[src/rtl/stencil_pkg.sv]
`default_nettype none

package stencil_pkg;

  localparam int PIX_W      = 8;
  localparam int WIN        = 9;
  localparam int MAX_IMG_W  = 64;
  localparam int SUM_W      = 15;
  localparam int IMG_SIZE_W = 9;
  localparam int COL_W      = $clog2(MAX_IMG_W);
  localparam int COL_SUM_W  = PIX_W + $clog2(WIN);

  // Credit and queue sizing.
  localparam int IN_CREDITS = 4;
  localparam int OUT_DEPTH  = 8;
  localparam int DS_CREDITS = 4;
  localparam int OUT_CNT_W  = $clog2(OUT_DEPTH + 1);
  localparam int DS_CNT_W   = $clog2(DS_CREDITS + 1);

  typedef struct packed {
    logic             sof;
    logic [PIX_W-1:0] data;
  } pixel_t;

  // Index 0 is the oldest row.
  typedef logic [WIN-1:0][PIX_W-1:0] column_t;

  // Index 0 is the oldest column.
  typedef column_t [WIN-1:0] window_t;

  typedef struct packed {
    logic [SUM_W-1:0] sum;
    logic [PIX_W-1:0] max;
  } result_t;

endpackage

`default_nettype wire

[src/rtl/window_buffer.sv]
`timescale 1ns/1ps
`default_nettype none

module window_buffer (
  input  logic                               clk,
  input  logic                               rst_n,
  input  logic                               col_valid_i,
  input  stencil_pkg::column_t               col_i,
  input  logic                               sof_i,
  input  logic [stencil_pkg::IMG_SIZE_W-1:0] img_size_i,
  output stencil_pkg::window_t               win_o,
  output logic                               win_valid_o,
  output logic                               win_complete_o
);

  import stencil_pkg::*;

  logic [COL_W-1:0] col_q;
  logic [COL_W-1:0] row_q;
  logic [COL_W-1:0] cur_col;
  logic [COL_W-1:0] cur_row;
  logic             last_col;
  logic             last_row;
  logic             complete;

  // Position of the pixel whose column arrives now.
  assign cur_col  = sof_i ? '0 : col_q;
  assign cur_row  = sof_i ? '0 : row_q;
  assign last_col = (IMG_SIZE_W'(cur_col) == img_size_i - IMG_SIZE_W'(1));
  assign last_row = (IMG_SIZE_W'(cur_row) == img_size_i - IMG_SIZE_W'(1));

  // Needs eight earlier rows and eight earlier columns of this frame.
  assign complete = (cur_col >= COL_W'(WIN - 1)) && (cur_row >= COL_W'(WIN - 1));

  always_ff @(posedge clk) begin
    if (!rst_n) begin
      col_q <= '0;
      row_q <= '0;
    end else if (col_valid_i) begin
      if (last_col) begin
        col_q <= '0;
        row_q <= last_row ? '0 : cur_row + 1'b1;
      end else begin
        col_q <= cur_col + 1'b1;
        row_q <= cur_row;
      end
    end
  end

  // Newest column enters at the top index.
  always_ff @(posedge clk) begin
    if (col_valid_i) begin
      for (int k = 0; k < WIN - 1; k++) begin
        win_o[k] <= win_o[k+1];
      end
      win_o[WIN-1] <= col_i;
    end
  end

  always_ff @(posedge clk) begin
    if (!rst_n) begin
      win_valid_o    <= 1'b0;
      win_complete_o <= 1'b0;
    end else begin
      win_valid_o    <= col_valid_i;
      win_complete_o <= col_valid_i & complete;
    end
  end

endmodule

`default_nettype wire

[config.mk]
export PLATFORM = sky130hd
export DESIGN_NAME = window_buffer
export DESIGN_NICKNAME = d
export VERILOG_FILES = /design/src/rtl/stencil_pkg.sv /design/src/rtl/window_buffer.sv
export SDC_FILE = /design/constraint.sdc
export NUM_CORES = 1
export LEC_CHECK = 0
export BUFFER_PORTS_ARGS = -buffer_cell sky130_fd_sc_hd__clkbuf_2
export CORE_AREA = 2 2 286 288
export DETAILED_ROUTE_END_ITERATION = 10
export DIE_AREA = 0 0 288 290
export GPL_ROUTABILITY_DRIVEN = 0
export GPL_TIMING_DRIVEN = 0
export MAX_ROUTING_LAYER = met4
export PLACE_DENSITY = 0.55
export SYNTH_ARGS = -nofsm -noshare
export SYNTH_HDL_FRONTEND = slang
export SYNTH_SLANG_ARGS = --single-unit
export TNS_END_PERCENT = 1
[constraint.sdc]
create_clock -name clk -period 2.22 [get_ports clk]
set_input_delay 0.222 -clock clk [delete_from_list [all_inputs] [get_ports clk]]
set_output_delay 0.222 -clock clk [all_outputs]
set_load 0.01 [all_outputs]
==> Word level (Yosys, flattened, before mapping) <==
Cells that the tools add are included.
{ "op_classes": {"n_addsub": 3, "multipliers": 0, "div": 0, "magnitude_cmp": 2, "n_eq_ne": 2, "shift": 0, "n_mux": 5, "bitwise": 1, "reduce_logical": 1} }
{ "ops": {"columns": ["op", "n"], "rows": [
  ["$mux W6", 5],
  ["$eq A6 B9 Y1", 2],
  ["$add A6 B1 Y6 const B", 2],
  ["$ge A6 B4 Y1 const B", 2],
  ["$sub A9 B1 Y9 const B", 1],
  ["$and A1 B1 Y1", 1],
  ["$logic_and A1 B1 Y1", 1]
]} }
{ "word_totals": {"ff_bits": 662, "latchBits": 0, "ramBits": 0, "romBits": 0, "input_bits": 85, "out_inout_bits": 650, "elab_cells": 99, "n_memories": 0} }

==> Logic depth before layout (Yosys ltp) <==
{ "logic_depth": {"ltp_word": 4, "depth_mapped": 11, "depth_no_buf": 9} }

==> Worst setup path before layout <==
OpenSTA, ideal clock, no wires.
{ "synth_path": {"path_kind": "input to register", "startpoint": "input img_size_i[0] (netlist name)", "endpoint": "register row_q[0]", "setup_ps": 79, "arrival_time_ps": 2361, "required_ps": 2141, "slack_ps": -219, "cell_stages": 10, "n_path_buf": 1, "cell_sequence": "buf_6 > inv_1 > ha_1 > nor4bb_1 > a31oi_1 > o21a_1 > nor3_1 > nand3_4 > or3_4 > o221ai_2"} }
{ "synth_between": {"elab_chain_len": 4, "elab_cells_between_ends": 5, "classes_between": "add/sub: 1; eq/ne: 2; mux: 2"} }
{ "synth_rtl": {"columns": ["item", "line_no", "rtl"], "rows": [
  ["from (decl)", "window_buffer.sv:10", "input logic [stencil_pkg::IMG_SIZE_W-1:0] img_size_i,"],
  ["$sub A9 B1 Y9 (*)", "window_buffer.sv:29, window_buffer.sv:30", null],
  ["$eq A6 B9 Y1", "window_buffer.sv:30", "assign last_row = (IMG_SIZE_W'(cur_row) == img_size_i - IMG_SIZE_W'(1));"],
  ["$mux W6", "window_buffer.sv:42", "row_q <= last_row ? '0 : cur_row + 1'b1;"],
  ["$mux W6 (*)", "window_buffer.sv:40", "if (last_col) begin"],
  ["to (signal assigned)", "window_buffer.sv:42", null],
  ["to (signal assigned)", "window_buffer.sv:45", "row_q <= cur_row;"],
  ["to (decl)", "window_buffer.sv:19", "logic [COL_W-1:0] row_q;"]
]} }
Every way passes the cells marked *; elsewhere a longest branch is shown, timed or not.
A chain may end at the register's enable or synchronous reset.

==> Worst setup path in the final report <==
{ "layout_path": {"startpoint": "register row_q[0]", "endpoint": "register row_q[2]"} }
{ "layout_between": {"elab_chain_len": 4, "elab_cells_between_ends": 5, "classes_between": "add/sub: 1; eq/ne: 1; mux: 3"} }
{ "layout_rtl": {"columns": ["item", "line_no", "rtl"], "rows": [
  ["$mux W6 (*)", "window_buffer.sv:28", "assign cur_row = sof_i ? '0 : row_q;"],
  ["$add A6 B1 Y6 or $eq A6 B9 Y1 (tied branches)", "window_buffer.sv:42, window_buffer.sv:30", null],
  ["$mux W6 (*)", "window_buffer.sv:42", null],
  ["$mux W6 (*)", "window_buffer.sv:40", null]
]} }
Marked as above.

==> metrics.yaml <==
run_status: "finished, final reports clean"
clkSinkCount: 662
ys_seq_area_share_pct: 94.8
timing.final.crit_period_ns: 2.07
wl_per_cell_um: 21.5
syn-num-nets: 903
cts_tree: "done"
start_kind: "register"
final_cell_mix: "clkbuf_2, edfxtp_1, clkbuf_16, dlygate4sd3_1, clkbuf_1"
std_cell_rows: 104
pin_count: 735
drtIter0Drc: 866
hp-class: "primary input to register"
fin_cells: 2813
layout_commonest_cell: "clkbuf_2"
vias_per_cell: 4.13
hpwlAfterDp_um: 45300
p_leak_uw: 0.0114
relSlewSlack_pct: 51.3
fillers: 7565
drive_above_1_share_pct: 49.3
fin_area_um2: 29100
fin_hold_ws_ns: 0.119
die_x_um: 288
synth_cells: 813
core_area_um2: 80200
finalSetupTns_ns: 0
crit_path_top_delay_cell: "or3_1"
grt_max_degree: 131
ys_async_sr_fraction_pct: 0
numPlacedInstances: 2609
synth_area_um2: 20800
worst_pin_slew_ns: 0.731
start_util_pct: 26.0
synth_area_per_cell_um2: 25.6
first_pass_iters: 5
drc: 0
crit_arrival_ns: 2.58
skew_ns: 0.0359
crit_chain: "nor4bb_1 > a31oi_1 > o21ai_1 > nand4_1 > or3_1 > a311oi_1 > o22ai_1"
ir_worst_vdd_v: 0.000505
cts_htree_levels: 3
cts_buffers: 72
ff2ff_setup_slack_ns: 0.15
worst-setup-path-type: "register to register"
clock_tree.root_cell: "clkbuf_16"
maxCapViolations: 0
slew_violations: 0
grt_usage_pct: 14.3
grt_pass1_vias: 11500
area_delta_synth_final_pct: 39.8
crit_path_end_kind: "register"
rsz0062_at_grt: "no"
portBuffers: 730
setup_viol: 0
crit_fanout: 6
die_y_um: 290
ant_nets: 0
post-route-util_pct: 36.3
dieArea_um2: 83500
yosys_warnings: 0
crit_path_max_incr_delay_ns: 0.46
clockBufferDepth: 3
final_nets: 1790
hold_violations: 0
synth-seq-cells: 662
grt_pass1_wl_um: 83400
clk_pin_slew_worst_paths_ns: 0.06
synth_edf_count: 648
clock.fmax_mhz: 483
power_density_nw_per_um2: 980
synth_flop_cell: "edfxtp_1"
yosysUniqueCellTypes: 60
placed_area_um2: 26000
routed_wl_um: 60600
num_vias: 11600
critPathRequiredTime_ns: 2.73
grt_overflow_total: 0
clock_latency_ns: 0.62
antenna_found_initial: 4
finalCritPeriodShare_pct: 93.3
## sequential cells by signal, summed over array words and instances, names as in the netlist
signal	flops
win_o	648
col_q	6
row_q	6
win_complete_o	1
win_valid_o	1
## area by class of cell
type,instances,area [um^2],area share [%]
inverter,13,48.8,0.168
timing repair buffer,813,4590,15.8
sequential,662,19700,67.8
multi-input combinational,130,1050,3.59
buffer,8,48.8,0.168
tap,1060,1330,4.56
clock buffer,90,1890,6.50
clock inverter,35,404,1.39
antenna,2,5.00,0.0172
## cells by family after synthesis
kind of cell    synth area share, %
flops                          94.8
simple gates                   2.09
compound gates                 1.90
buf+inv                       0.451
xor+xnor                      0.294
fa+ha+maj                     0.300
mux                           0.156
## stage by stage
stage	setup WS (ns)	total power [uW]
floorplan	-0.0989	15600
global placement	-11.56	17300
detailed placement	-0.577	17000
CTS	0.0473	28900
global route	0.0421	29500
finish	0.148	28500
## cell usage after synthesis, types with 2 or more instances
| cell | instances | area (um^2) |
|---|---|---|
| a211o_1 | 2 | 17.5 |
| a21boi_0 | 3 | 22.5 |
| a21oi_1 | 3 | 15.0 |
| a31oi_1 | 4 | 25.0 |
| and2_1 | 2 | 12.5 |
| and3_1 | 7 | 43.8 |
| buf_6 | 2 | 22.5 |
| clkbuf_1 | 5 | 18.8 |
| dfxtp_1 | 14 | 280 |
| edfxtp_1 | 648 | 19500 |
| ha_1 | 5 | 62.6 |
| inv_1 | 13 | 48.8 |
| mux2_2 | 2 | 22.5 |
| nand2_1 | 13 | 48.8 |
| nand2b_1 | 4 | 25.0 |
| nand3_1 | 6 | 30.0 |
| nand4_1 | 3 | 18.8 |
| nor2_1 | 9 | 33.8 |
| nor2b_1 | 7 | 43.8 |
| nor3_1 | 10 | 50.1 |
| nor4bb_1 | 2 | 20.0 |
| o211ai_1 | 3 | 22.5 |
| o21ai_0 | 3 | 15.0 |
| o311a_1 | 2 | 20.0 |
| xnor2_1 | 4 | 35.0 |
| xor2_1 | 3 | 26.3 |
## report_power, final
part	leakage [uW]	internal (uW)	total, uW	switching [uW]
combinational	0.00383	648	1760	1120
clock	0.00111	6700	11700	4960
sequential	0.00646	14600	15100	481
total	0.0114	22000	28500	6550
## what timing repair did
action | 4_1_cts | 5_1_grt
hold buffers | 73 | 0
endpoints found under the setup margin | 0 | 5
hold endpoints to repair | 76 | 0
setup buffers | 0 | 4
resized for setup | 0 | 7
## per-layer routing
layer / track usage [%] / up-vias / share of wire [%]
li1: - / 5062 / -
met5: - / - / 0
met4: 5.31 / 0 / 3.4
met2: 22.8 / 444 / 50
met1: 17.8 / 5998 / 41
met3: 3.28 / 125 / 5.9
## final timing paths
path                 to          start  cells past startpoint
max            row_q[2]       row_q[0]                      7
min            col_q[1]  img_size_i[8]                      4
min reg2reg  win_o[363]     win_o[435]                      0
max reg2reg    row_q[2]       row_q[0]                      7
## worst max-delay path, delay by kind of cell (launching register included)
| family | cells | cell delay [ns] |
|---|---|---|
| and+or+nand+nor | 3 | 1.01 |
| DFF | 1 | 0.35 |
| AOI/OAI and AO/OA | 4 | 0.61 |
Note: power is estimated with default switching activity, not from simulation.
