**src/rtl/stencil_pkg.sv**
```systemverilog
`default_nettype none

package stencil_pkg;

  localparam int PIX_W      = 8;
  localparam int WIN        = 9;
  localparam int MAX_IMG_W  = 64;
  localparam int SUM_W      = 15;
  localparam int IMG_SIZE_W = 9;
  localparam int COL_W      = $clog2(MAX_IMG_W);
  localparam int COL_SUM_W  = PIX_W + $clog2(WIN);

  // Credit and queue sizing.
  localparam int IN_CREDITS = 4;
  localparam int OUT_DEPTH  = 8;
  localparam int DS_CREDITS = 4;
  localparam int OUT_CNT_W  = $clog2(OUT_DEPTH + 1);
  localparam int DS_CNT_W   = $clog2(DS_CREDITS + 1);

  typedef struct packed {
    logic             sof;
    logic [PIX_W-1:0] data;
  } pixel_t;

  // Index 0 is the oldest row.
  typedef logic [WIN-1:0][PIX_W-1:0] column_t;

  // Index 0 is the oldest column.
  typedef column_t [WIN-1:0] window_t;

  typedef struct packed {
    logic [SUM_W-1:0] sum;
    logic [PIX_W-1:0] max;
  } result_t;

endpackage

`default_nettype wire

```
**src/rtl/window_filter.sv**
```systemverilog
`timescale 1ns/1ps
`default_nettype none

module window_filter (
  input  logic                 clk,
  input  logic                 rst_n,
  input  logic                 win_valid_i,
  input  logic                 win_complete_i,
  input  stencil_pkg::window_t win_i,
  output logic                 retire_o,
  output logic                 res_valid_o,
  output stencil_pkg::result_t res_o
);

  import stencil_pkg::*;

  logic [COL_SUM_W-1:0] col_sum_d [WIN];
  logic [PIX_W-1:0]     col_max_d [WIN];
  logic [COL_SUM_W-1:0] col_sum_q [WIN];
  logic [PIX_W-1:0]     col_max_q [WIN];
  logic                 valid_q;
  logic                 complete_q;
  logic [SUM_W-1:0]     win_sum;
  logic [PIX_W-1:0]     win_max;

  // Stage 1 reduces each column.
  always_comb begin
    for (int j = 0; j < WIN; j++) begin
      col_sum_d[j] = '0;
      col_max_d[j] = '0;
      for (int i = 0; i < WIN; i++) begin
        col_sum_d[j] = col_sum_d[j] + COL_SUM_W'(win_i[j][i]);
        if (win_i[j][i] > col_max_d[j]) begin
          col_max_d[j] = win_i[j][i];
        end
      end
    end
  end

  always_ff @(posedge clk) begin
    for (int j = 0; j < WIN; j++) begin
      col_sum_q[j] <= col_sum_d[j];
      col_max_q[j] <= col_max_d[j];
    end
  end

  // Stage 2 combines the nine column partials.
  always_comb begin
    win_sum = '0;
    win_max = '0;
    for (int j = 0; j < WIN; j++) begin
      win_sum = win_sum + SUM_W'(col_sum_q[j]);
      if (col_max_q[j] > win_max) begin
        win_max = col_max_q[j];
      end
    end
  end

  always_ff @(posedge clk) begin
    res_o.sum <= win_sum;
    res_o.max <= win_max;
  end

  always_ff @(posedge clk) begin
    if (!rst_n) begin
      valid_q     <= 1'b0;
      complete_q  <= 1'b0;
      retire_o    <= 1'b0;
      res_valid_o <= 1'b0;
    end else begin
      valid_q     <= win_valid_i;
      complete_q  <= win_valid_i & win_complete_i;
      retire_o    <= valid_q;
      res_valid_o <= complete_q;
    end
  end

endmodule

`default_nettype wire

```
**config.mk**
```make
export PLATFORM = sky130hd
export DESIGN_NAME = window_filter
export DESIGN_NICKNAME = d
export VERILOG_FILES = /design/src/rtl/stencil_pkg.sv /design/src/rtl/window_filter.sv
export SDC_FILE = /design/constraint.sdc
export NUM_CORES = 2
export LEC_CHECK = 0
export BUFFER_PORTS_ARGS = -buffer_cell sky130_fd_sc_hd__buf_2
export CAP_MARGIN = 0
export CORE_ASPECT_RATIO = 1.4
export CORE_MARGIN = 2
export CORE_UTILIZATION = 65
export CTS_CLUSTER_SIZE = 14
export DETAILED_ROUTE_END_ITERATION = 16
export PLACE_DENSITY = 0.95
export SLEW_MARGIN = 20
export SYNTH_ARGS = -nofsm -noshare
export SYNTH_HDL_FRONTEND = slang
export SYNTH_SLANG_ARGS = --single-unit
```
**constraint.sdc**
```tcl
create_clock -name clk -period 30.2 [get_ports clk]
set_input_delay 6.04 -clock clk [delete_from_list [all_inputs] [get_ports clk]]
set_output_delay 6.04 -clock clk [all_outputs]
set_load 0.02 [all_outputs]
```
== Yosys cells after proc, flatten, opt, wreduce, memory -nomap -nowiden ==
Memory sizes are Yosys's and may differ from the RTL's.
Cells that the tools add are included.

* $add $sub $neg: 80
* Magnitude comparators: 90
* Mux-type cells: 90
* Bitwise logic cells: 1

{| class="wikitable"
|+ Operator list
! operator !! number
|-
| two-way mux 8 bit || 90
|-
| greater-than comparator 8 bit || 80
|-
| adder 12 x 8 -> 12 bit || 36
|-
| adder 11 x 8 -> 12 bit || 9
|-
| adder 10 x 8 -> 11 bit || 9
|-
| adder 9 x 8 -> 10 bit || 9
|-
| adder 8 x 8 -> 9 bit || 9
|-
| greater-than comparator 8 x 1 -> 1 bit, second input constant || 10
|-
| adder 15 x 12 -> 15 bit || 5
|-
| adder 14 x 12 -> 15 bit || 1
|-
| adder 13 x 12 -> 14 bit || 1
|-
| adder 12 x 12 -> 13 bit || 1
|-
| AND 1 bit || 1
|}

* Bits in writable memories: 180
* Output and inout bits: 25
* Logic and storage cells: 269
* Register bits after elaboration: 27
* Memories kept: 2
* Input port bits: 652

{| class="wikitable"
|+ Memories
! memory !! words !! bits a word !! rd ports !! clocked after memory_dff !! write ports !! line !! RTL
|-
| col_sum_q || 9 || 12 || 9 || 0 || 9 || window_filter.sv:19 || <nowiki>logic [COL_SUM_W-1:0] col_sum_q [WIN];</nowiki>
|-
| col_max_q || 9 || 8 || 9 || 0 || 9 || window_filter.sv:20 || <nowiki>logic [PIX_W-1:0] col_max_q [WIN];</nowiki>
|}

== Depth between registers and ports, before layout ==
* Depth after elaboration: 18
* Gate-level depth with buffers: 88
* Depth with buffers taken out: 81

== Least setup slack after synthesis ==
No wires, ideal clock.

* Kind: input port to flip-flop
* From: in win_i[217] (netlist name)
* To: mem col_max_q[3][6], in the netlist col_max_q[0][30]
* Path buffers: 6
* Library setup time: 0.117 ns
* Setup slack: 9.513 ns
* Arrival: 20.571 ns
* Stages on the path: 77
* Cells stage by stage: inv_1 -> ha_1 -> nor2b_1 -> o21a_1 -> o21a_1 -> o21bai_1 -> a21oi_1 -> clkbuf_1 -> nor2_1 -> a21oi_1 -> ha_1 -> and3_1 -> a221o_1 -> a221oi_1 -> a31o_2 -> clkbuf_1 -> nor2_1 -> a21oi_1 -> [41 not listed] -> a21o_1 -> a21o_1 -> a21oi_1 -> o21a_1 -> o21ai_0 -> o21a_1 -> mux2_2 -> a211o_1 -> buf_2 -> nor2_1 -> a21oi_1 -> ha_1 -> and3_1 -> nand3_1 -> o21ai_0 -> clkbuf_1 -> o21ai_0 -> o22a_1

{| class="wikitable"
|+ RTL lines
! element !! line !! RTL
|-
| start: declaration || window_filter.sv:9 || <nowiki>input stencil_pkg::window_t win_i,</nowiki>
|-
| end: declaration || window_filter.sv:20 ||
|}

==> impl_metrics.csv <==
group,metric,value,unit
status,status,"finished clean",
placed_design,io_buffers,676,
yosys,synth-edff-count,0,
critical_path,max_stage_delay,760,ps
final_layout,drive_gt1_share,16.0,%
clock_tree,cts_root_buffer,"clkbuf_16",
critical_path,critical_path_required,30640,ps
route,routedWlPerCell,20.9,um
clock_tree,cts_resized,0,
die,core_area,69200,um2
placed_design,hpwl,127000,um
clock_tree,htreeDepth,1,
critical_path,end_kind,"register",
sta,slew_viol_final,0,
route,dr.first_iter.drc_count,2503,
critical_path,critPathKind,"in -> reg",
clock_tree,post_cts_buffers,0,
yosys,yosys_warnings,0,
global_routing,grt-ovfl-total,0,
yosys,syn_nets,7108,
yosys,synthXorXnorAreaFrac,1.90,%
final_layout,syn2layout_area_growth,11.6,%
critical_path,cpMostUsedCell,"a21oi_1",
critical_path,cp-start-kind,"input port",
run,drv_cap,0,
die,rows,114,
global_routing,grtUsageTotal,39.0,%
die,die_width,228,um
yosys,synth_compound_area_share,18.1,%
global_routing,grt_pass1_wl,222000,um
clock_tree,clkTransAtPathRegs,60,ps
die,die-height,317,um
placed_design,place.gp.congestion,1.02,
clock_tree,cts_sinks,207,
sta,skew,32.2,ps
final_layout,nets,7745,
critical_path,cp_slowest_cell,"a211oi_2",
yosys,synthAdderAreaFrac,44.4,%
critical_path,critPathMaxFanout,17,
global_routing,grt_max_degree,24,
critical_path,critPathArrivalTime,22990,ps
clock_tree,holdBufCountCts,0,
sta,fmax,44.3,MHz
die,io_pins,677,
sta,rsz0062_at_grt,"no",
yosys,yosysTopAreaCell,"fa_1",
critical_path,r2r_slack,13370,ps
die,initial_core_util,65.9,%
sta,relSlewSlack,32.0,%
yosys,ys_async_sr_fraction,0,%
route,num_vias,41400,
yosys,synth_mux_area_share,6.94,%
yosys,synthCells,5194,
yosys,ys_seq_elements,207,
sta,fin_crit_sh,74.7,%
clock_tree,cts-buffers-inserted,22,
clock_tree,clk_latency,550,ps
yosys,yosys.area_share.simple,10.5,%
route,drt-pass1-iter-count,9,
sta,hold_viol_final,0,
worst_hold_path,hold_class,"reg -> reg",
yosys,yosysSeqAreaShare,9.10,%
global_routing,grt_pass1_vias,44000,
yosys,synth-main-ff-cell,"dfxtp_1",
yosys,synth_area_leaders,"fa_1, ha_1, dfxtp_1",
yosys,syn_area,45600,um2
route,avgViaCountPerCell,6.04,
yosys,synth_top_cell_area_share,25.0,%
route,wirelength,143000,um
final_layout,layout.cells.non_filler,6855,
sta,post-route-min-period,22550,ps
route,drc_errors,0,
yosys,synth_top_family_by_area,"adder cells",
yosys,synthDistinctLibCells,100,
placed_design,dpl.cell_count,6735,
sta,final-setup-viol-count,0,
route,ant_nets,0,
global_routing,grt_antenna_before_repair,73,
die,dieArea,72200,um2
sta,worst_pin_slew,994,ps
sta,fin_setup_tns,0,ps
clock_tree,cts_tree,"yes",
clock_tree,cts_max_path_buffers,3,
yosys,synth.avg_cell_area,8.77,um2
[placed cells by master (no fill, tap or decap), types with 40 or more instances in the layout]
| cell type | n |
|---|---|
| a21o_1 | 159 |
| diode_2 | 82 |
| xnor2_1 | 73 |
| inv_1 | 1019 |
| buf_2 | 676 |
| nand2_1 | 223 |
| mux2i_1 | 147 |
| dfxtp_1 | 207 |
| mux2_2 | 148 |
| nor2b_1 | 66 |
| ha_1 | 694 |
| o21ai_0 | 210 |
| nand4_1 | 60 |
| fa_1 | 568 |
| o21a_1 | 93 |
| o21bai_1 | 53 |
| nand3_1 | 86 |
| a21oi_1 | 380 |
| nand2b_1 | 49 |
| and2_1 | 40 |
| nor2_1 | 298 |
[state kept, by name, indices dropped and copies added, names as in the netlist]
register     cells
col_sum_q      108
col_max_q       72
res_o           23
complete_q       1
res_valid_o      1
retire_o         1
valid_q          1
[synth_stat cells, drive strengths merged (41+ instances only)]
library cell / count
nand3: 86
inv: 1019
ha: 694
dfxtp: 207
nand2b: 50
nor2b: 66
fa: 568
xnor2: 73
clkbuf: 59
o21bai: 53
o21a: 93
o21ai: 231
a21o: 159
and2: 41
mux2: 149
nand4: 60
mux2i: 148
nor2: 300
nand2: 223
a21oi: 382
[worst max-delay path: cells and delay by family]
| family | cells | cell delay [ps] |
|---|---|---|
| AO/OA/AOI/OAI | 46 | 11170 |
| adder cells (fa/ha/maj) | 8 | 2310 |
| buffers and inverters | 6 | 450 |
| multiplexers | 5 | 1840 |
| AND/OR/NAND/NOR | 13 | 1150 |
[per-stage QoR]
stage / utilization [%] / hold WS [ps] / cell area (um2) / worst slack [ps]
floorplan: - / 406 / 45600 / 9510
global placement: 72.1 / 408 / 49900 / 7960
detailed placement: 72.1 / 422 / 49900 / 7650
CTS: 73.2 / 436 / 50600 / 8200
global route: 73.4 / 459 / 50800 / 6370
finish: 73.5 / 434 / 50800 / 7650
[kinds of logic (layout without fill, tap and decap cells)]
family,count (synthesis),after routing
and+or+nand+nor,972,972
xor gates and xnor gates,99,99
muxes,297,297
adders and majority gates,1280,1280
DFF,207,207
AOI/OAI and AO/OA,1247,1247
other,0,82
buffers and inverters,1092,1743
[final timing paths]
path	cells past startpoint	start	end
setup reg to reg	72	col_max_q[0][1]	res_o[0]
hold / removal	1	valid_q	retire_o
setup / recovery	78	win_i[433]	col_max_q[0][48]
hold reg to reg	1	valid_q	retire_o
[area by class of cell]
| cell class | count | area [um2] |
|---|---|---|
| Clock inverter | 11 | 170 |
| Timing Repair Buffer | 686 | 3460 |
| Sequential cell | 207 | 4140 |
| Tap cell | 928 | 1160 |
| Clock buffer | 27 | 589 |
| Antenna cell | 82 | 205 |
| Fill cell | 5161 | 18300 |
| Multi-Input combinational cell | 3895 | 37300 |
| Inverter | 1019 | 3820 |
[per-layer routing]
layer / GRT usage (%) / wire [um] / share of wire [%]
met2: 70.9 / 71700 / 50
met1: 40.3 / 48600 / 34
met5: 0 / 64 / 0.045
met4: 29.2 / 12900 / 9.0
met3: 7.20 / 9770 / 6.8
Power is left out: the tool's default activity adds up to more than one toggle a clock period on the data nets, which glitch-free logic cannot reach.
