===== src/rtl/credit_fifo.sv =====
`timescale 1ns/1ps
`default_nettype none

module credit_fifo #(
  parameter type item_t = logic,
  parameter int  DEPTH  = 4
) (
  input  logic                       clk,
  input  logic                       rst_n,
  input  logic                       push_i,
  input  item_t                      data_i,
  input  logic                       pop_i,
  output item_t                      data_o,
  output logic                       empty_o,
  output logic [$clog2(DEPTH+1)-1:0] count_o,
  output logic                       credit_o
);

  localparam int PTR_W = (DEPTH > 1) ? $clog2(DEPTH) : 1;
  localparam int CNT_W = $clog2(DEPTH + 1);

  item_t            mem [DEPTH];
  logic [PTR_W-1:0] wr_ptr_q;
  logic [PTR_W-1:0] rd_ptr_q;
  logic [CNT_W-1:0] count_q;
  logic             full;

  function automatic logic [PTR_W-1:0] next_ptr(input logic [PTR_W-1:0] ptr);
    return (ptr == PTR_W'(DEPTH - 1)) ? '0 : ptr + 1'b1;
  endfunction

  assign full    = (count_q == CNT_W'(DEPTH));
  assign empty_o = (count_q == '0);
  assign count_o = count_q;
  // Show-ahead head.
  assign data_o  = mem[rd_ptr_q];

  always_ff @(posedge clk) begin
    if (push_i) begin
      mem[wr_ptr_q] <= data_i;
    end
  end

  always_ff @(posedge clk) begin
    if (!rst_n) begin
      wr_ptr_q <= '0;
      rd_ptr_q <= '0;
      count_q  <= '0;
      credit_o <= 1'b0;
    end else begin
      if (push_i) begin
        wr_ptr_q <= next_ptr(wr_ptr_q);
      end
      if (pop_i) begin
        rd_ptr_q <= next_ptr(rd_ptr_q);
      end
      count_q  <= count_q + CNT_W'(push_i) - CNT_W'(pop_i);
      // One credit back to the writer per freed slot.
      credit_o <= pop_i;
    end
  end

  a_no_overrun: assert property (@(posedge clk) disable iff (!rst_n) push_i |-> !full)
    else $error("credit_fifo: push while full, writer exceeded its credits");

  a_no_underrun: assert property (@(posedge clk) disable iff (!rst_n) pop_i |-> !empty_o)
    else $error("credit_fifo: pop while empty");

endmodule

`default_nettype wire


===== config.mk =====
export PLATFORM = sky130hd
export DESIGN_NAME = credit_fifo
export DESIGN_NICKNAME = d
export VERILOG_FILES = /design/src/rtl/credit_fifo.sv
export SDC_FILE = /design/constraint.sdc
export NUM_CORES = 1
export LEC_CHECK = 0
export ABC_AREA = 1
export BUFFER_PORTS_ARGS = -buffer_cell sky130_fd_sc_hd__buf_2
export CAP_MARGIN = 20
export CORE_UTILIZATION = 34
export CTS_CLUSTER_SIZE = 28
export DETAILED_ROUTE_END_ITERATION = 8
export PLACE_DENSITY = 0.61
export SYNTH_ARGS = -nofsm -noshare
export SYNTH_HDL_FRONTEND = slang
export SYNTH_SLANG_ARGS = --single-unit

===== constraint.sdc =====
create_clock -name clk -period 1.9 [get_ports clk]
set_input_delay 0.095 -clock clk [delete_from_list [all_inputs] [get_ports clk]]
set_output_delay 0.095 -clock clk [all_outputs]
set_load 0.02 [all_outputs]

Word-level counts from Yosys, hierarchy flattened --
Memories as Yosys holds them, arrays and structs flattened. A register that Yosys moved wholly into a read port is not among the register bits. Index checks and enable logic that the tools add are counted.
Storage, ports and cells: bits in registers 8, bits in writable memories 4, latch bits 0, memories kept 1, logic and storage cells 18, ROM bits 0
Memories:
- mem | depth 4, width 1, rd ports 1, clocked after Yosys merged registers in 1, wr ports 1, RTL line 22 | item_t mem [DEPTH];
Cells by class: eq/ne operators 2, $lt $le $gt $ge 0, shift operators 0, mux-type cells 6, add/subtract/negate cells 4, reduce and logical (&&, ||, !) cells 1, multipliers 0, bitwise logic cells 0, div/mod/pow operators 0
Operators by type and width (number):
- $mux 2 | 4
- $add 2x1->2 const B | 2
- $eq 2x2->1 const B | 2
- $add 3x1->3 | 1
- $logic_not 3->1 | 1
- $sub 3x1->3 | 1
- $mux 1 | 2

Logic depth before layout (Yosys ltp) --
Gate-level depths: netlist of the first run.
word-level depth 4, gate-level depth with buffers 9, depth with buffers taken out 9

Least setup slack after synthesis of the first run --
Ideal clock, no wire load.
path type reg2reg, start register count_q[0] (netlist: count_o[0]), end register count_q[2] (netlist: count_o[2]), setup slack 0.283 ns, library setup time 0.115 ns, period minus slack after synthesis 1.617 ns, arrival time 1.502 ns, cell stages (with the launch flop) 9, cells stage by stage dfxtp_1 -> inv_1 -> ha_1 -> inv_1 -> ha_1 -> inv_1 -> fa_1 -> a21oi_1 -> nor2_1
Between the ends: longest elaborated chain between the ends 2
Ends and longest elaborated chain:
- start, declared | RTL line 25 | logic [CNT_W-1:0] count_q;
- start signal, assigned | RTL line 57 | count_q <= count_q + CNT_W'(push_i) - CNT_W'(pop_i);
- $add 3x1->3 | RTL line 57
- $sub 3x1->3 | RTL line 57
No other way between the ends. A chain may end at the register's enable or synchronous reset.

Worst setup path after layout of the first run --
Ends and elaborated chain as after synthesis.

==> run_results.csv, run 1 <==
group,metric,value,unit
synth,netlist.area_leader.share,0.310,
global_route,grt_pass1_vias,357,
min_path,hold_path.class,"input port to flop",
pwr,cellPowerDensity,983,mW/mm2
cells_and_area,area_growth,16.5,%
cells_and_area,finalNetCount,100,
setup_path,crit_arrival,1.70,ns
setup_path,path_class,"flop to flop",
synth,synthTopCellsByCount,"17 x inv_1, 13 x nand2_1, 10 x dfxtp_1",
clock_network,ctsHoldBuffers,0,
clock_network,post_cts_resized,0,
sta,slew_headroom,0.891,
synth,synth-edff-count,4,
clock_network,htreeDepth,1,
global_route,antenna_found_initial,0,
sta,skew,0.00629,ns
setup_path,end_kind,"flop",
cells_and_area,num_antenna_cells,0,
run,drv_cap,0,
die,row_count,15,
die,core-area,0.00175,mm2
synth,ys_async_sr_fraction,0,
sta,hold_viol_final,0,
clock_network,clkSlewWorstSetupHoldPaths,0.09,ns
die,initial_core_util,0.370,
die,die_area,0.00208,mm2
synth,syn_area,646,um2
drt,drt_iter0_drc,9,
drt,wirelength,864,um
sta,fin_setup_tns,0,ns
die,die_y,45.6,um
sta,period_needed,1.52,ns
global_route,grt_usage,0.0983,
synth,synth.most_common_cell,"inv_1",
clock_network,numClockSinks,14,
clock_network,cts_tree,"built",
drt,viasPerCell,3.97,
clock_network,cts_buffer_depth,2,
drt,post_drt_wl_per_cell,7.78,um
global_route,grt_max_degree,10,
cells_and_area,layout-drive-gt1-share,0.186,
placement,dp_hpwl,687,um
synth,post_synth.cell_area_avg,8.84,um2
pwr,peakVddDrop,0.442,mV
drt,ant_nets,0,
run_status,outcome,"finished clean",
synth,syn-num-nets,86,
synth,yosys.cell_types.count,13,
synth,yosys_warnings,0,
sta,fin_hold_ws,0.0370,ns
synth,synth_area_leaders,"dfxtp_1 31%, edfxtp_1 19%, ha_1 14%, inv_1 9.9%, nand2_1 7.6%",
synth,synth_ff_type,"dfxtp_1",
drt,dr.pass1.iters,2,
die,die_x,45.6,um
sta,rsz0062_at_grt,"no",
sta,slew_viol_final,0,
setup_path,setup.worst_path.start_class,"flop",
synth,synth-seq-cells,14,
setup_path,cp_max_fo,3,
placement,port_buffers,10,
clock_network,numCtsBuffers,3,
drt,drc_errors,0,
global_route,grt_pass1_wl,1420,um
setup_path,required,2.08,ns
placement,gp_congestion,0.644,
die,io_pins,11,
synth,syn_inst,73,
drt,vias,441,
sta,period_share,0.800,
sta,tightest_slew,0.162,ns
synth,synth_top_area_cell,"dfxtp_1",
cells_and_area,finalInstanceArea,752,um2
clock_network,cts-root-buf,"clkbuf_4",
sta,setup_viol,0,
synth,ys_seq_area_frac,0.496,
global_route,overflow,0,
clock_network,clk_latency,0.27,ns
clock_network,cts_setup_buffers,0,
sta,fmax,0.658,GHz
pwr,p_leak,0.399,nW
placement,postPlaceCellArea,716,um2
path summary, 6_finish.rpt:
check / start / to / slack [ns] / cells past startpoint
setup / recovery: count_o[0] / count_o[2] / 0.38 / 8
setup reg to reg: count_o[0] / count_o[2] / 0.38 / 8
hold / removal: data_i / mem[0] / 0.04 / 1
hold reg to reg: rd_ptr_q[0] / flop / 0.51 / 2
worst max-delay path, stage by stage (launching register included):
cell	delay, ns
dfxtp_1	0.35
inv_1	0.05
ha_1	0.26
inv_1	0.06
ha_1	0.12
inv_1	0.04
fa_1	0.37
a21oi_1	0.12
nor2_1	0.05
metrics by stage:
stage / util / power (W) / cells / worst slack, ns
floorplan: - / 0.000492 / 73 / 0.283
global placement: 0.410 / 0.000538 / 107 / 0.404
detailed placement: 0.410 / 0.000541 / 107 / 0.369
CTS: 0.431 / 0.000755 / 111 / 0.349
global route: 0.431 / 0.000794 / 111 / 0.239
finish: 0.431 / 0.000739 / 111 / 0.379
area by class of cell:
type,count,area [um2]
clock buffer,4,36.3
fill,191,993
inverter,17,63.8
multi-input combinational,41,250
sequential,14,320
tap,25,31.3
timing repair buffer,10,50.0
per-layer routing:
metal / vias to the layer above / global-route usage / routed length (um) / part of all wire
met5: - / 0 / 0 / 0
met4: 0 / 0.0545 / 0 / 0
met3: 0 / 0.0397 / 38 / 0.044
met2: 6 / 0.140 / 387 / 0.45
met1: 187 / 0.125 / 439 / 0.51
li1: 248 / - / - / -
cells by family (layout without fill, tap and decap cells):
| group | after synthesis | count (layout) | share of synthesized area |
|---|---|---|---|
| AO/OA/AOI/OAI | 8 | 8 | 0.0659 |
| buffers and inverters | 18 | 31 | 0.116 |
| adder cells (fa/ha/maj) | 8 | 8 | 0.167 |
| AND/OR/NAND/NOR | 25 | 25 | 0.155 |
| flip-flops | 14 | 14 | 0.496 |
where the power goes:
group          internal (W)  switching (W)  total (W)
clock network      0.000116      0.0000925   0.000209
registers          0.000338      0.0000228   0.000361
logic             0.0000636       0.000106   0.000169
total              0.000518       0.000221   0.000739
layout by cell type (no fill, tap or decap):
master and instances:
edfxtp_1 4, inv_1 17, a21oi_1 5, clkbuf_4 3, o21ai_0 2, clkbuf_8 1
nor2_1 9, ha_1 7, nand3_1 1, nand2_1 13, dfxtp_1 10, o211ai_1 1
buf_2 10, fa_1 1, nor2_2 2
No activity file was read; power rests on OpenSTA's default activity.
==> run 2, diff against run 1 <==
PLACE_DENSITY = 0.63   (was 0.61)
clock period = 1.3 ns   (was 1.9 ns; I/O delays follow)
==> run 2 against run 1 <==
Final area rose by 9.0%. Setup slack got worse by 0.52 ns. Sequential share of layout area fell by 3.1 points. Final cell count rose by 2.7%. Maximum frequency rose by 5.4%. Largest power group unchanged. The run now ends with setup timing left. Global-route usage rose by 1.3 points. Sequential power rose by 47%. Combinational power rose by 83%. Via count rose by 6.3%. Critical path depth fell by 1. Critical path type unchanged. Wire length rose by 8.8%.
==> run_results.csv, run 2 (same netlist as run 1, synthesis figures left out) <==
group,metric,value,unit
run_status,outcome,"finished with violations",
run_status,violations,"setup timing",
drt,dr.pass1.iters,2,
setup_path,path_class,"flop to flop",
die,die_area,0.00208,mm2
clock_network,htreeDepth,1,
pwr,seqPwrFrac,0.459,
die,die_y,45.6,um
sta,skew,0.000292,ns
clock_network,cts-root-buf,"clkbuf_4",
min_path,hold_path.class,"input port to flop",
setup_path,cp_max_fo,2,
clock_network,cts_buffer_depth,2,
sta,rsz0062_at_grt,"yes",
cells_and_area,mostFrequentLayoutCell,"inv_1",
die,die_x,45.6,um
cells_and_area,finalInstanceArea,820,um2
placement,pre_cts_ws,-0.143,ns
setup_path,crit_arrival,1.63,ns
die,row_count,15,
setup_path,required,1.49,ns
run,drv_cap,0,
placement,dp_hpwl,722,um
sta,fmax,0.693,GHz
pwr,cellPowerDensity,1410,mW/mm2
pwr,internal_power,0.000794,W
clock_network,clkSlewWorstSetupHoldPaths,0.09,ns
cells_and_area,finalNetCount,103,
clock_network,numCtsBuffers,3,
sta,period_needed,1.44,ns
pwr,power.share.switching,0.312,
cells_and_area,layout-drive-gt1-share,0.303,
pwr,pwr-share-clk,0.273,
die,initial_core_util,0.370,
drt,ant_nets,0,
clock_network,numClockSinks,14,
global_route,antenna_found_initial,0,
pwr,p_leak,0.414,nW
sta,period_share,1.11,
pwr,combPwrFrac,0.268,
global_route,grt_pass1_wl,1490,um
sta,fin_ws,-0.143,ns
global_route,grt_usage,0.111,
global_route,grt_max_degree,10,
placement,gp_congestion,0.664,
drt,drt_iter0_drc,3,
sta,setup_viol,2,
sta,tightest_slew,0.189,ns
sta,slew_headroom,0.874,
global_route,grt_pass1_vias,377,
drt,post_drt_wl_per_cell,8.25,um
pwr,totalPowerFinal,0.00115,W
drt,wirelength,940,um
global_route,overflow,0,
drt,drc_errors,0,
sta,fin_hold_ws,0.0214,ns
pwr,power.switching,0.000361,W
sta,hold_viol_final,0,
placement,port_buffers,10,
drt,viasPerCell,4.11,
clock_network,cts_tree,"built",
die,io_pins,11,
cells_and_area,area_growth,26.9,%
setup_path,setup.worst_path.start_class,"flop",
die,core-area,0.00175,mm2
sta,slew_viol_final,0,
cells_and_area,num_antenna_cells,0,
placement,postPlaceCellArea,762,um2
clock_network,clk_latency,0.28,ns
pwr,peakVddDrop,0.749,mV
setup_path,end_kind,"flop",
drt,vias,469,
cells_and_area,final_cell_mix,"14 x inv_1, 13 x nand2_1, 10 x buf_2, 9 x nor2_1, 9 x dfxtp_1",
run 2: cell count changes in the layout (fill, tap and decap cells not counted), moves of 2 or more:
cell / previous run / this run
ha_1: 7 / 5
buf_4: 0 / 2
inv_2: 0 / 2
ha_4: 0 / 2
inv_1: 17 / 14
run 2: final cells by class:
cell class                 instances  area (um2)
clock buffer                       4        36.3
sequential                        14         324
inverter                          17        66.3
fill                             176         926
timing repair buffer              13        75.1
tap                               25        31.3
multi-input combinational         41         287
run 2: worst max-delay path, stage by stage, from the launching register on:
cell and delay (ns):
dfxtp_4 0.35, inv_2 0.04, ha_4 0.21, inv_4 0.05, ha_4 0.12, inv_2 0.03, fa_2 0.51, nor2_1 0.04
run 2: final timing paths:
path,from,to,cells past startpoint,slack [ns]
worst max-delay path,count_o[0],count_o[1],7,-0.14
worst min-delay path,rst_n,count_o[0],3,0.02
worst max register to register,count_o[0],count_o[1],7,-0.14
worst min register to register,rd_ptr_q[0],flop,2,0.51
run 2: routing by layer:
metal,routed length [um],GRT usage
met4,11,0.109
met5,0,0
met2,455,0.160
met1,440,0.118
met3,33,0.0476
run 2: timing repair:
item | CTS | global route
endpoints found under the setup margin | 2 | 2
buffers inserted | 0 | 0
hold buffers | 1 | 0
endpoints found under the hold margin | 4 | 0
resized for setup | 1 | 2
run 2: power groups by stage:
stage                     registers, W  clock network (W)  logic (W)
final                         0.000531           0.000315   0.000310
after global routing          0.000537           0.000345   0.000352
after CTS                     0.000532           0.000328   0.000302
after detailed placement      0.000542                  0   0.000288
after global placement        0.000540                  0   0.000278
after floorplan               0.000570                  0   0.000170
run 2: stage by stage:
step,setup TNS (ns),instances,utilization
after floorplan,-0.283,73,-
after global placement,-0.203,109,0.437
after detailed placement,-0.252,109,0.437
after CTS,-0.271,114,0.465
after global routing,-0.343,114,0.470
final,-0.247,114,0.470
==> run 3, diff against run 2 <==
SETUP_SLACK_MARGIN = 0.2   (was unset)
SKIP_CTS_REPAIR_TIMING = 1   (was unset)
==> run 3 against run 2 <==
The run still ends with setup timing left. Final cell count unchanged. Die area unchanged. Count of clock-buffer cells in the layout unchanged. Sequential power about the same. Clock power decreased by 20%. Largest power group unchanged. Sequential cell count unchanged. Global-route usage decreased by 0.50 points. First-iteration DRC count decreased by 33%. Final area unchanged.
==> run_results.csv, run 3 (same netlist as run 1, synthesis figures left out) <==
group,metric,value,unit
clock_network,cts_tree,"built",
pwr,seqPwrFrac,0.479,
clock_network,numClockSinks,14,
die,io_pins,11,
setup_path,path_class,"flop to flop",
drt,ant_nets,0,
cells_and_area,final_cell_mix,"13 x inv_1, 12 x nand2_1, 9 x nor2_1, 9 x buf_2, 8 x dfxtp_1",
sta,hold_viol_final,0,
placement,port_buffers,10,
clock_network,numCtsBuffers,3,
cells_and_area,area_growth,26.9,%
setup_path,required,1.52,ns
clock_network,clkSlewWorstSetupHoldPaths,0.08,ns
global_route,grt_usage,0.106,
global_route,antenna_found_initial,0,
run_status,violations,"setup timing",
min_path,hold_path.class,"input port to flop",
placement,gp_congestion,0.689,
run_status,outcome,"finished with violations",
cells_and_area,layout-drive-gt1-share,0.326,
placement,dp.cells,109,
global_route,grt_pass1_wl,1500,um
setup_path,cp_max_fo,2,
drt,vias,469,
setup_path,setup.worst_path.start_class,"flop",
die,row_count,15,
pwr,power.switching,0.000354,W
global_route,grt_max_degree,10,
sta,rsz0062_at_grt,"yes",
sta,period_share,1.10,
drt,wirelength,939,um
setup_path,r2r_cells,7,
sta,period_needed,1.43,ns
clock_network,htreeDepth,1,
drt,post_drt_wl_per_cell,8.24,um
cells_and_area,finalNetCount,103,
sta,fin_ws,-0.135,ns
pwr,combPwrFrac,0.292,
pwr,cellPowerDensity,1350,mW/mm2
cells_and_area,mostFrequentLayoutCell,"inv_1",
sta,slew_viol_final,0,
sta,tightest_slew,0.195,ns
drt,viasPerCell,4.11,
cells_and_area,nFillCells,175,
placement,pre_cts_ws,-0.143,ns
drt,dr.pass1.iters,2,
sta,slew_headroom,0.870,
pwr,pwr-share-clk,0.229,
sta,setup_viol,2,
pwr,p_leak,0.409,nW
cells_and_area,num_antenna_cells,0,
drt,drc_errors,0,
clock_network,cts-root-buf,"clkbuf_4",
setup_path,crit_arrival,1.65,ns
clock_network,clk_latency,0.28,ns
clock_network,cts_buffer_depth,2,
die,die_y,45.6,um
pwr,internal_power,0.000751,W
run,drv_cap,0,
die,die_x,45.6,um
pwr,peakVddDrop,0.792,mV
die,core-area,0.00175,mm2
die,initial_core_util,0.370,
sta,skew,0.00182,ns
pwr,power.share.switching,0.320,
placement,dp_hpwl,757,um
global_route,overflow,0,
cells_and_area,instances_no_fill,114,
min_path,hold_depth,3,
drt,drt_iter0_drc,2,
sta,fmax,0.697,GHz
die,die_area,0.00208,mm2
setup_path,end_kind,"flop",
global_route,grt_pass1_vias,379,
## run 3: cell count changes in the layout (fill, tap and decap cells not counted)
cell | before | now
buf_6 | 0 | 1
inv_1 | 14 | 13
clkbuf_1 | 0 | 1
inv_2 | 2 | 3
buf_2 | 10 | 9
dfxtp_2 | 0 | 1
nand2_1 | 13 | 12
clkbuf_8 | 1 | 0
nand2_2 | 0 | 1
dfxtp_1 | 9 | 8
## run 3: per-stage QoR
step	TNS [ns]	total power, W	cell area (um2)	hold slack (ns)	util
2_1_floorplan	-0.283	0.000740	677	0.158	-
3_3_place_gp	-0.205	0.000817	762	0.287	0.437
3_5_place_dp	-0.248	0.000829	762	0.286	0.437
4_1_cts	-0.274	0.00108	788	-0.00301	0.452
5_1_grt	-0.348	0.00118	820	0.0511	0.470
6_report	-0.230	0.00111	820	0.0495	0.470
## run 3: power by group through the flow
stage | clock network [W] | registers, W | logic [W]
after CTS | 0.000262 | 0.000531 | 0.000289
after global routing | 0.000279 | 0.000537 | 0.000362
final | 0.000253 | 0.000530 | 0.000323
after detailed placement | 0 | 0.000541 | 0.000288
after floorplan | 0 | 0.000570 | 0.000170
after global placement | 0 | 0.000540 | 0.000277
## run 3: path summary, 6_finish.rpt
path,from,endpoint,slack (ns)
worst max register to register,count_o[0],count_o[1],-0.13
worst max-delay path,count_o[0],count_o[1],-0.13
worst min-delay path,rst_n,count_o[0],0.05
worst min register to register,rd_ptr_q[0],rd_ptr_q[0],0.51
## run 3: worst max-delay path, cell delays in order, from the launching register on
cell and delay [ns]:
dfxtp_4 0.35, inv_2 0.04, ha_4 0.26, inv_4 0.03
ha_4 0.14, inv_2 0.04, fa_2 0.41, nor2_1 0.10
## run 3: cell type report
class                   instances  area (um2)  area share
flip-flops and latches         14         325       0.397
inverters                      17        66.3      0.0809
multi-input cells              41         289       0.353
repair buffers                 13        81.3      0.0992
clock buffers                   4        26.3      0.0321
well taps                      25        31.3      0.0382
## run 3: routing by layer
metal  vias to the layer above  part of all wire  global-route usage
met5                         -                 0                   0
met4                         0                 0              0.0364
met3                         0             0.062              0.0635
met2                        10              0.48               0.154
met1                       206              0.45               0.128
li1                        253                 -                   -
